**config.mk**
```make
export PLATFORM = sky130hd
export DESIGN_NAME = id_stage
export DESIGN_NICKNAME = d
export VERILOG_FILES = /design/src/verilog/rv_pkg.sv /design/src/verilog/dec_if.sv /design/src/verilog/alu_decode.sv /design/src/verilog/branch_unit.sv /design/src/verilog/id_ctrl.sv /design/src/verilog/id_pipe_reg.sv /design/src/verilog/id_stage.sv /design/src/verilog/imm_gen.sv /design/src/verilog/reg_file.sv
export SDC_FILE = /design/constraint.sdc
export NUM_CORES = 2
export LEC_CHECK = 0
export BUFFER_PORTS_ARGS = -buffer_cell sky130_fd_sc_hd__buf_2
export CELL_PAD_IN_SITES_DETAIL_PLACEMENT = 1
export CELL_PAD_IN_SITES_GLOBAL_PLACEMENT = 1
export CORE_MARGIN = 2
export CORE_UTILIZATION = 50
export DETAILED_ROUTE_END_ITERATION = 10
export GPL_ROUTABILITY_DRIVEN = 0
export GPL_TIMING_DRIVEN = 1
export PLACE_DENSITY = 0.86
export SYNTH_ARGS = -nofsm -noshare
export SYNTH_HDL_FRONTEND = slang
export SYNTH_SLANG_ARGS = --single-unit
```
**constraint.sdc**
```tcl
create_clock -name clk -period 6 [get_ports clk]
set_clock_uncertainty 0.05 [all_clocks]
set_input_delay 0.6 -clock clk [delete_from_list [all_inputs] [get_ports clk]]
set_output_delay 0.6 -clock clk [all_outputs]
set_load 0.05 [all_outputs]
```
**src/verilog/rv_pkg.sv**
```systemverilog
//**************************************************************************
// shared types, RV32I opcodes and ALU operation codes for the decode stage
// referenced by scoped name from every design file
//**************************************************************************
package rv_pkg;

	parameter int XLEN      = 32;		// default data width
	parameter int REG_IDX_W = 5;		// default register index width

	typedef logic [XLEN-1:0]      word_t;		// data, pc or instruction
	typedef logic [REG_IDX_W-1:0] reg_idx_t;	// x0..x31
	typedef logic [6:0]           opcode_t;
	typedef logic [2:0]           func3_t;

	// major opcodes, bits [6:0] of the instruction
	parameter opcode_t OP_LUI    = 7'b0110111;
	parameter opcode_t OP_AUIPC  = 7'b0010111;
	parameter opcode_t OP_JAL    = 7'b1101111;
	parameter opcode_t OP_JALR   = 7'b1100111;
	parameter opcode_t OP_BRANCH = 7'b1100011;
	parameter opcode_t OP_LOAD   = 7'b0000011;
	parameter opcode_t OP_STORE  = 7'b0100011;
	parameter opcode_t OP_IMM    = 7'b0010011;
	parameter opcode_t OP_REG    = 7'b0110011;

	// ALU operation handed to execute
	typedef enum logic [3:0] {
		ADD    = 4'd0,	// also address and link arithmetic
		SUB    = 4'd1,
		SLL    = 4'd2,
		SLT    = 4'd3,
		SLTU   = 4'd4,
		XOR    = 4'd5,
		SRL    = 4'd6,
		SRA    = 4'd7,
		OR     = 4'd8,
		AND    = 4'd9,
		PASS_B = 4'd10	// lui, immediate straight through
	} alu_op_e;

	parameter word_t NOP_INSTR = 32'h0000_0013;	// addi x0,x0,0

endpackage
```
**src/verilog/dec_if.sv**
```systemverilog
//**************************************************************************
// decoded instruction fields, driven by id_ctrl, read by the datapath blocks
//**************************************************************************
interface dec_if;

	rv_pkg::word_t    instr;	// nop when the stage is not loading
	rv_pkg::opcode_t  opcode;
	rv_pkg::func3_t   func3;
	logic             func7b5;	// sub / sra select
	rv_pkg::reg_idx_t rs1;
	rv_pkg::reg_idx_t rs2;
	rv_pkg::reg_idx_t rd;

	modport ctrl (output instr, opcode, func3, func7b5, rs1, rs2, rd);
	modport dp   (input  instr, opcode, func3, func7b5, rs1, rs2, rd);

endinterface

```
**src/verilog/alu_decode.sv**
```systemverilog
//**************************************************************************
// ALU operation from opcode, func3 and func7 bit 5
//**************************************************************************
module alu_decode (
	dec_if.dp                dec,
	output rv_pkg::alu_op_e  o_alu_op
);

	logic sub_sel;	// only reg-reg has a sub form
	logic is_arith;

	assign sub_sel  = (dec.opcode == rv_pkg::OP_REG) & dec.func7b5;
	assign is_arith = (dec.opcode == rv_pkg::OP_REG) | (dec.opcode == rv_pkg::OP_IMM);

	always_comb begin
		o_alu_op = rv_pkg::ADD;	// loads, stores, branches, jumps, auipc
		if (is_arith) begin
			case (dec.func3)
				3'b000:  o_alu_op = sub_sel ? rv_pkg::SUB : rv_pkg::ADD;
				3'b001:  o_alu_op = rv_pkg::SLL;
				3'b010:  o_alu_op = rv_pkg::SLT;
				3'b011:  o_alu_op = rv_pkg::SLTU;
				3'b100:  o_alu_op = rv_pkg::XOR;
				3'b101:  o_alu_op = dec.func7b5 ? rv_pkg::SRA : rv_pkg::SRL;	// both forms
				3'b110:  o_alu_op = rv_pkg::OR;
				default: o_alu_op = rv_pkg::AND;
			endcase
		end else if (dec.opcode == rv_pkg::OP_LUI) begin
			o_alu_op = rv_pkg::PASS_B;
		end
	end

endmodule

```
**src/verilog/branch_unit.sv**
```systemverilog
//**************************************************************************
// branch condition and branch / jump target, resolved in decode
//**************************************************************************
module branch_unit #(
	parameter int DATA_W = rv_pkg::XLEN
) (
	dec_if.dp             dec,
	input  rv_pkg::word_t i_pc,
	input  rv_pkg::word_t i_rs1_data,
	input  rv_pkg::word_t i_rs2_data,
	input  rv_pkg::word_t i_imm,
	output logic          o_taken,
	output rv_pkg::word_t o_target
);

	logic          cond;
	logic          is_jalr;
	rv_pkg::word_t sum;

	always_comb begin
		case (dec.func3)
			3'b000:  cond = (i_rs1_data == i_rs2_data);	// beq
			3'b001:  cond = (i_rs1_data != i_rs2_data);	// bne
			3'b100:  cond = ($signed(i_rs1_data) <  $signed(i_rs2_data));
			3'b101:  cond = ($signed(i_rs1_data) >= $signed(i_rs2_data));
			3'b110:  cond = (i_rs1_data <  i_rs2_data);	// bltu
			3'b111:  cond = (i_rs1_data >= i_rs2_data);	// bgeu
			default: cond = 1'b0;
		endcase
	end

	assign is_jalr = (dec.opcode == rv_pkg::OP_JALR);

	assign o_taken = (dec.opcode == rv_pkg::OP_JAL) | is_jalr |
		((dec.opcode == rv_pkg::OP_BRANCH) & cond);

	assign sum      = (is_jalr ? i_rs1_data : i_pc) + i_imm;	// one shared adder
	assign o_target = is_jalr ? (sum & {{(DATA_W-1){1'b1}}, 1'b0}) : sum;

endmodule

```
**src/verilog/id_ctrl.sv**
```systemverilog
//**************************************************************************
// decode control: field extraction, load enable, flush and the valid flag
//**************************************************************************
module id_ctrl (
	input  logic          clk,
	input  logic          rst_n,
	input  rv_pkg::word_t i_instr,
	input  logic          i_ce,		// stage enable from fetch
	input  logic          i_stall,	// stall from execute
	input  logic          i_taken,	// branch or jump resolved taken
	dec_if.ctrl           dec,
	output logic          o_load_en,
	output logic          o_ce,
	output logic          o_flush,
	output logic          o_stall
);

	rv_pkg::word_t d_instr;

	assign o_load_en = i_ce & ~i_stall;

	// idle or stalled stage decodes a nop, so no stray taken
	assign d_instr = o_load_en ? i_instr : rv_pkg::NOP_INSTR;

	assign dec.instr   = d_instr;
	assign dec.opcode  = d_instr[6:0];
	assign dec.rd      = d_instr[11:7];
	assign dec.func3   = d_instr[14:12];
	assign dec.rs1     = d_instr[19:15];
	assign dec.rs2     = d_instr[24:20];
	assign dec.func7b5 = d_instr[30];

	// fetch drops its in-flight word, the jump itself still goes to EX
	assign o_flush = i_taken & o_load_en;
	assign o_stall = i_stall;	// straight back to fetch

	always_ff @(posedge clk or negedge rst_n) begin
		if (!rst_n) begin
			o_ce <= 1'b0;
		end else begin
			o_ce <= i_ce & ~i_stall;	// bubble into EX on stall
		end
	end

endmodule

```
**src/verilog/id_pipe_reg.sv**
```systemverilog
//**************************************************************************
// ID/EX pipeline register, loads on load enable and holds otherwise
//**************************************************************************
module id_pipe_reg #(
	parameter int DATA_W = rv_pkg::XLEN
) (
	input  logic            clk,
	input  logic            rst_n,
	input  logic            i_load_en,
	input  rv_pkg::word_t   i_rs1_data,
	input  rv_pkg::word_t   i_rs2_data,
	input  rv_pkg::word_t   i_imm,
	input  rv_pkg::word_t   i_pc,
	dec_if.dp               dec,
	input  rv_pkg::alu_op_e i_alu_op,
	output rv_pkg::word_t   o_rs1_data,
	output rv_pkg::word_t   o_rs2_data,
	output rv_pkg::word_t   o_imm,
	output rv_pkg::word_t   o_pc,
	output rv_pkg::opcode_t o_opcode,
	output rv_pkg::func3_t  o_func3,
	output rv_pkg::alu_op_e o_alu_op
);

	always_ff @(posedge clk or negedge rst_n) begin
		if (!rst_n) begin
			o_rs1_data <= {DATA_W{1'b0}};
			o_rs2_data <= {DATA_W{1'b0}};
			o_imm      <= {DATA_W{1'b0}};
			o_pc       <= {DATA_W{1'b0}};
			o_opcode   <= '0;
			o_func3    <= '0;
			o_alu_op   <= rv_pkg::ADD;	// encodes as zero
		end else if (i_load_en) begin	// stalled or idle holds
			o_rs1_data <= i_rs1_data;
			o_rs2_data <= i_rs2_data;
			o_imm      <= i_imm;
			o_pc       <= i_pc;
			o_opcode   <= dec.opcode;
			o_func3    <= dec.func3;
			o_alu_op   <= i_alu_op;
		end
	end

endmodule

```
**src/verilog/id_stage.sv**
```systemverilog
//**************************************************************************
// RV32I instruction decode stage top, sits between fetch and execute
// decodes, reads operands, resolves branches and registers for EX
//**************************************************************************
module id_stage #(
	parameter int DATA_W = rv_pkg::XLEN,
	parameter int IDX_W  = rv_pkg::REG_IDX_W
) (
	input  logic             clk,
	input  logic             rst_n,
	input  rv_pkg::word_t    i_instr,		// from fetch
	input  rv_pkg::word_t    i_pc,
	input  logic             i_ce,
	input  logic             i_stall,		// from execute
	input  logic             i_wr,			// write-back port
	input  rv_pkg::reg_idx_t i_rd_wr,
	input  rv_pkg::word_t    i_write_data,
	output rv_pkg::word_t    o_rs1_data,
	output rv_pkg::word_t    o_rs2_data,
	output rv_pkg::word_t    o_imm,
	output rv_pkg::opcode_t  o_opcode,
	output rv_pkg::func3_t   o_func3,
	output rv_pkg::alu_op_e  o_alu_op,
	output rv_pkg::word_t    o_pc,
	output logic             o_ce,
	output rv_pkg::word_t    o_branch_pc,	// same cycle, to fetch
	output logic             o_flush,
	output logic             o_stall
);

	rv_pkg::word_t   rs1_data;
	rv_pkg::word_t   rs2_data;
	rv_pkg::word_t   imm;
	rv_pkg::alu_op_e alu_op;
	logic            taken;
	logic            load_en;

	dec_if dec ();

	id_ctrl ctrl_i (
		.clk(clk), .rst_n(rst_n),
		.i_instr(i_instr), .i_ce(i_ce), .i_stall(i_stall), .i_taken(taken),
		.dec(dec.ctrl),
		.o_load_en(load_en), .o_ce(o_ce), .o_flush(o_flush), .o_stall(o_stall)
	);

	reg_file #(.DATA_W(DATA_W), .IDX_W(IDX_W)) rf_i (
		.clk(clk), .rst_n(rst_n),
		.i_wr(i_wr), .i_rd_wr(i_rd_wr), .i_write_data(i_write_data),
		.dec(dec.dp),
		.o_rs1_data(rs1_data), .o_rs2_data(rs2_data)
	);

	imm_gen #(.DATA_W(DATA_W)) imm_i (.dec(dec.dp), .o_imm(imm));

	alu_decode alu_dec_i (.dec(dec.dp), .o_alu_op(alu_op));

	branch_unit #(.DATA_W(DATA_W)) br_i (
		.dec(dec.dp),
		.i_pc(i_pc), .i_rs1_data(rs1_data), .i_rs2_data(rs2_data), .i_imm(imm),
		.o_taken(taken), .o_target(o_branch_pc)
	);

	id_pipe_reg #(.DATA_W(DATA_W)) pipe_i (
		.clk(clk), .rst_n(rst_n), .i_load_en(load_en),
		.i_rs1_data(rs1_data), .i_rs2_data(rs2_data), .i_imm(imm), .i_pc(i_pc),
		.dec(dec.dp), .i_alu_op(alu_op),
		.o_rs1_data(o_rs1_data), .o_rs2_data(o_rs2_data), .o_imm(o_imm),
		.o_pc(o_pc), .o_opcode(o_opcode), .o_func3(o_func3), .o_alu_op(o_alu_op)
	);

endmodule

```
**src/verilog/imm_gen.sv**
```systemverilog
//**************************************************************************
// sign-extended immediate, format picked from the opcode
//**************************************************************************
module imm_gen #(
	parameter int DATA_W = rv_pkg::XLEN
) (
	dec_if.dp             dec,
	output rv_pkg::word_t o_imm
);

	rv_pkg::word_t ins;

	assign ins = dec.instr;

	always_comb begin
		case (dec.opcode)
			rv_pkg::OP_IMM, rv_pkg::OP_LOAD, rv_pkg::OP_JALR:	// I type
				o_imm = {{(DATA_W-12){ins[31]}}, ins[31:20]};
			rv_pkg::OP_STORE:	// S type, split field
				o_imm = {{(DATA_W-12){ins[31]}}, ins[31:25], ins[11:7]};
			rv_pkg::OP_BRANCH:	// B type, halfword offset
				o_imm = {{(DATA_W-13){ins[31]}}, ins[31], ins[7],
					ins[30:25], ins[11:8], 1'b0};
			rv_pkg::OP_LUI, rv_pkg::OP_AUIPC:
				o_imm = {ins[31:12], 12'b0};	// upper 20 bits
			rv_pkg::OP_JAL:	// J type
				o_imm = {{(DATA_W-21){ins[31]}}, ins[31], ins[19:12],
					ins[20], ins[30:21], 1'b0};
			default:
				o_imm = '0;	// R type and anything unsupported
		endcase
	end

endmodule

```
**src/verilog/reg_file.sv**
```systemverilog
//**************************************************************************
// 32 x DATA_W register file, two async reads, one write port from write-back
//**************************************************************************
module reg_file #(
	parameter int DATA_W = rv_pkg::XLEN,
	parameter int IDX_W  = rv_pkg::REG_IDX_W
) (
	input  logic             clk,
	input  logic             rst_n,
	input  logic             i_wr,
	input  rv_pkg::reg_idx_t i_rd_wr,
	input  rv_pkg::word_t    i_write_data,
	dec_if.dp                dec,
	output rv_pkg::word_t    o_rs1_data,
	output rv_pkg::word_t    o_rs2_data
);

	logic [DATA_W-1:0] regs [32];	// depth fixed by the ISA

	always_ff @(posedge clk or negedge rst_n) begin
		if (!rst_n) begin
			for (int i = 0; i < 32; i++) begin
				regs[i] <= '0;
			end
		end else if (i_wr && i_rd_wr != {IDX_W{1'b0}}) begin	// x0 stays zero
			regs[i_rd_wr] <= i_write_data;
		end
	end

	// no bypass, a same-cycle write shows up next cycle
	assign o_rs1_data = (dec.rs1 == {IDX_W{1'b0}}) ? '0 : regs[dec.rs1];
	assign o_rs2_data = (dec.rs2 == {IDX_W{1'b0}}) ? '0 : regs[dec.rs2];

endmodule

```
==> results of run 1 <==
logic make-up after synthesis:
kind of cell / after synthesis / share of synthesized area
multiplexers: 1775 / 0.2893
AO/OA/AOI/OAI: 1380 / 0.1386
flip-flops: 1167 / 0.4392
AND/OR/NAND/NOR: 1164 / 0.07475
buffers and inverters: 714 / 0.04213
adder cells (fa/ha/maj): 64 / 0.01216
XOR/XNOR: 29 / 0.003820
routing by layer:
layer / GRT usage / overflow
met1: 0.7726 / 61
met2: 0.9089 / 230
met3: 0.7531 / 70
met4: 0.7645 / 210
met5: 0.6051 / 5
Yosys cell counts (all sizes together) (15+ instances only):
cell	n
a211oi	27
a21o	113
a21oi	480
a221o	125
a221oi	122
a31oi	59
buf	180
clkbuf	492
dfrtp	1167
ha	63
inv	42
mux2	1025
mux2i	735
mux4	15
nand2	301
nand3	67
nand4	120
nor2	594
nor3	15
o21ai	75
o22ai	240
o311ai	85
xnor2	21
timing repair:
| action | 4_1_cts |
|---|---|
| pin swaps | 18 |
| setup buffers | 7 |
| hold buffers | 27 |
| hold endpoints to repair | 105 |
| cloned | 9 |
| resized for setup | 120 |
| setup endpoints to repair | 18 |
through the flow:
step,std cells,cell area [µm²],hold slack [ns]
after detailed placement,8064,71870,0.3434
after global placement,8064,71870,0.3439
after floorplan,6293,66500,0.2544
after CTS,8341,77360,0.002993
==> flow_summary.toml, run 1 <==
[outcome]
status = "aborted with a tool error"
failed_stage = "global routing (5_1_grt)"
firstError = "[ERROR GRT-0232] Routing congestion too high. Check the congestion heatmap in the GUI."

[logic_synthesis]
synth_warnings = 0
synth_top_area_frac = 0.4392
synth_area_leader_cell = "dfrtp_1"
synth.distinct_cells = 62
ys_ff_latch = 1167
synth-seq-area-share = 0.4392
avgSynthCellArea_um2 = 10.57
synth-edff-count = 0
synthTopCellsByArea = "dfrtp_1 (44%), mux2_2 (17%), mux2i_1 (11%)"
syn_nets = 6463
synth_area_mm2 = 0.06649
syn-instance-count = 6293
ys_async_sr_fraction = 1.000
ys.flop_type = "dfrtp_1"

[floorplan]
die_y_um = 368.7
ios = 283
rows = 133
start_util = 0.5045
die_w_um = 368.7

[placed_design]
io_buffers = 282
dp_hpwl_mm = 179.3
dp_slack_ns = -0.3822

[clock_tree]
cts_buffers = 132
cts.path.max_buffers = 3
h-tree-depth = 4
numClockSinks = 1167
root_buffer = "clkbuf_16"

[sta]
worst_endpoint_kind = "top-level output"
crit_endpoint = "o_flush"

[grt]
grt_remaining_overflow = 576
track_usage = 0.8015
grt_start_max_net_pins = 173
antenna_found_initial = 108
==> inputs of run 2 (changes only) <==
- CELL_PAD_IN_SITES_DETAIL_PLACEMENT: 1 -> unset
- CELL_PAD_IN_SITES_GLOBAL_PLACEMENT: 1 -> unset
- CORE_UTILIZATION: 50 -> 40
- PLACE_DENSITY: 0.86 -> unset
- PLACE_DENSITY_LB_ADDON: unset -> 0.15
==> run 2 against run 1 <==
  * The run now ends clean
  * Area after synthesis is the same
  * Synthesized cell count is the same
==> flow_summary.toml, run 2 <==
[clock_tree]
cts.path.max_buffers = 3
cts_buffers = 138
clk_pin_slew_ns = 0.05
root_buffer = "clkbuf_16"
numClockSinks = 1167
clock_latency_ns = 0.81
cts_tree = "done"
h-tree-depth = 4

[finish]
syn_to_final_growth_pct = 21.88
seq_area_mm2 = 0.02920
final_cell_mix = "dfrtp_1 (1167), mux2_2 (1023), mux2i_1 (734), nor2_1 (574), buf_4 (531)"
drive_gt1_frac = 0.3426
final_nets = 6929
multi_input_area_mm2 = 0.03532
finish.utilization = 0.4912
fill_cells = 14980
final_common_cell = "dfrtp_1"
top_register = "rf_i.regs"
largest_register_ffs = 1024

[logic_synthesis]
synth_area_leader_cell = "dfrtp_1"
ys_async_sr_fraction = 1.000
syn_nets = 6463
avgSynthCellArea_um2 = 10.57
synth_commonest_cells = "dfrtp_1 (1167), mux2_2 (1025), mux2i_1 (735)"
synth_top_area_frac = 0.4392
yosys.cell_count.top_type = "dfrtp_1"
synthTopCellsByArea = "dfrtp_1 (44%), mux2_2 (17%), mux2i_1 (11%)"
synth-edff-count = 0
syn-instance-count = 6293
ys_ff_latch = 1167
synth_area_mm2 = 0.06649
synth_warnings = 0
synth-seq-area-share = 0.4392
synth.distinct_cells = 62
ys.flop_type = "dfrtp_1"

[floorplan]
die_y_um = 411.7
core-area_mm2 = 0.1650
die_w_um = 411.7
ios = 283
start_util = 0.4030
die_area_mm2 = 0.1695
rows = 149

[power_and_ir_drop]
totalPowerFinal_mw = 25.14
p_per_area_mw_per_mm2 = 310.2
ir_worst_vdd_v = 0.0003065
cellLeakagePower_nw = 38.20

[drt]
drc_errors = 0
ant_nets = 0
viasPerCell = 6.185
drt-initial-drc-count = 5772
avgRoutedWirePerCell_um = 29.68
via_count = 56020
routed_wl_mm = 268.8
first_pass_iters = 6

[sta]
maxSlewViolCount = 0
worst_pin_slew_ns = 1.173
period_share = 0.9885
relSlewSlack = 0.2163
finalSetupViolations = 0
layout_min_cycle_time_ns = 5.931
grt_setup_unrepaired = "true"
fmax_mhz = 168.6
hold_viol = 0
fin_tns_setup_ns = 0

[grt]
antenna_found_initial = 21
grt_start_max_net_pins = 128
first_global_vias = 54340
track_usage = 0.3064
grt_first_pass_wirelength_mm = 384.0
grt_remaining_overflow = 0

[setup_path]
critPathLaunch = "i_stall"
start_kind = "primary input"
worst-endpoint-arrival_ns = 5.28
crit_required_ns = 5.35
critPathMaxFanout = 6
worstSetupPathType = "primary input to output pin"
r2r_setup_slack_ns = 3.74
r2r_start = "rf_i.regs[960]"
setup.worst_path.end_class = "output pin"

[hold_path]
worst_hold_path_type = "primary input to register"
worstHoldStart = "i_pc[31]"

[outcome]
status = "complete, no violations"

[placed_design]
dp_hpwl_mm = 169.1
io_buffers = 282

[run]
maxCapViolCount = 0
[run 2: layout make-up]
cell class | count | share of cell area
Clock buffer | 197 | 0.04922
Antenna cell | 5 | 0.0001544
Sequential cell | 1167 | 0.3604
Inverter | 42 | 0.002100
Tap cell | 2189 | 0.03380
Multi-Input combinational cell | 4412 | 0.4358
Timing Repair Buffer | 998 | 0.1102
Clock inverter | 47 | 0.008368
[run 2: what timing repair did]
item,CTS,global route
buffers inserted,9,43
hold buffers,34,0
gates resized for setup,51,147
pin swaps,12,49
hold endpoints to repair,134,0
setup endpoints to repair,19,12
gates cloned,1,9
[run 2: power by group]
group          switching [mW]  internal [mW]  leakage, nW
Clock                    3.64           5.17         2.29
Combinational            3.26           2.65         21.0
Sequential               1.09           9.33         14.9
[run 2: cells by family (layout without fill, tap and decap cells)]
logic type / count (synthesis) / count (layout) / share of synthesized area
other: 0 / 5 / 0
AND/OR/NAND/NOR: 1164 / 1164 / 0.07475
multiplexers: 1775 / 1775 / 0.2893
XOR/XNOR: 29 / 29 / 0.003820
adder cells (fa/ha/maj): 64 / 64 / 0.01216
flip-flops: 1167 / 1167 / 0.4392
AO/OA/AOI/OAI: 1380 / 1380 / 0.1386
buffers and inverters: 714 / 1284 / 0.04213
[run 2: path summary, 6_finish.rpt]
path	end	depth (start not counted)
worst max-delay path	o_flush	25
worst min-delay path	pipe_i.o_pc[31]	3
worst max register to register	pipe_i.o_rs2_data[0]	10
worst min register to register	rf_i.regs[1016]	0
max in group asynchronous	rf_i.regs[678]	3
min in group asynchronous	rf_i.regs[400]	2
[run 2: metrics by stage]
step | worst slack [ns] | hold WS, ns | instance area (µm²) | cells
after floorplan | 0.08781 | 0.2544 | 66500 | 6293
after global placement | -0.6246 | 0.3433 | 74450 | 8713
after detailed placement | -0.7001 | 0.3395 | 74450 | 8713
after CTS | -0.007383 | 0.01442 | 79740 | 9000
after global routing | -0.1052 | 0.03939 | 81030 | 9054
final | 0.06909 | 0.05955 | 81040 | 9057
[run 2: worst max-delay path, cell delays in order]
cell      delay [ns]
buf_6           0.09
nand2b_4        0.20
clkinv_8        0.12
buf_16          0.16
nand2_8         0.12
buf_12          0.21
buf_8           0.14
mux2i_1         0.11
a221o_1         0.32
nand4_1         0.14
o311ai_2        0.14
a21o_1          0.29
ha_4            0.30
nand4_1         0.11
buf_6           0.15
nor4_4          0.29
buf_4           0.16
o21a_1          0.14
o21ai_1         0.07
buf_4           0.16
nor3b_2         0.14
or4_1           0.46
a31oi_1         0.22
o22ai_2         0.17
buf_6           0.20
[run 2: layer usage]
metal,share of wire,up-vias,GRT usage
li1,-,24230,-
met1,0.43,28710,0.4198
met2,0.45,2512,0.4775
met3,0.076,545,0.05774
met4,0.041,22,0.1203
met5,0.00060,-,0
(Power assumes the default switching activity.)
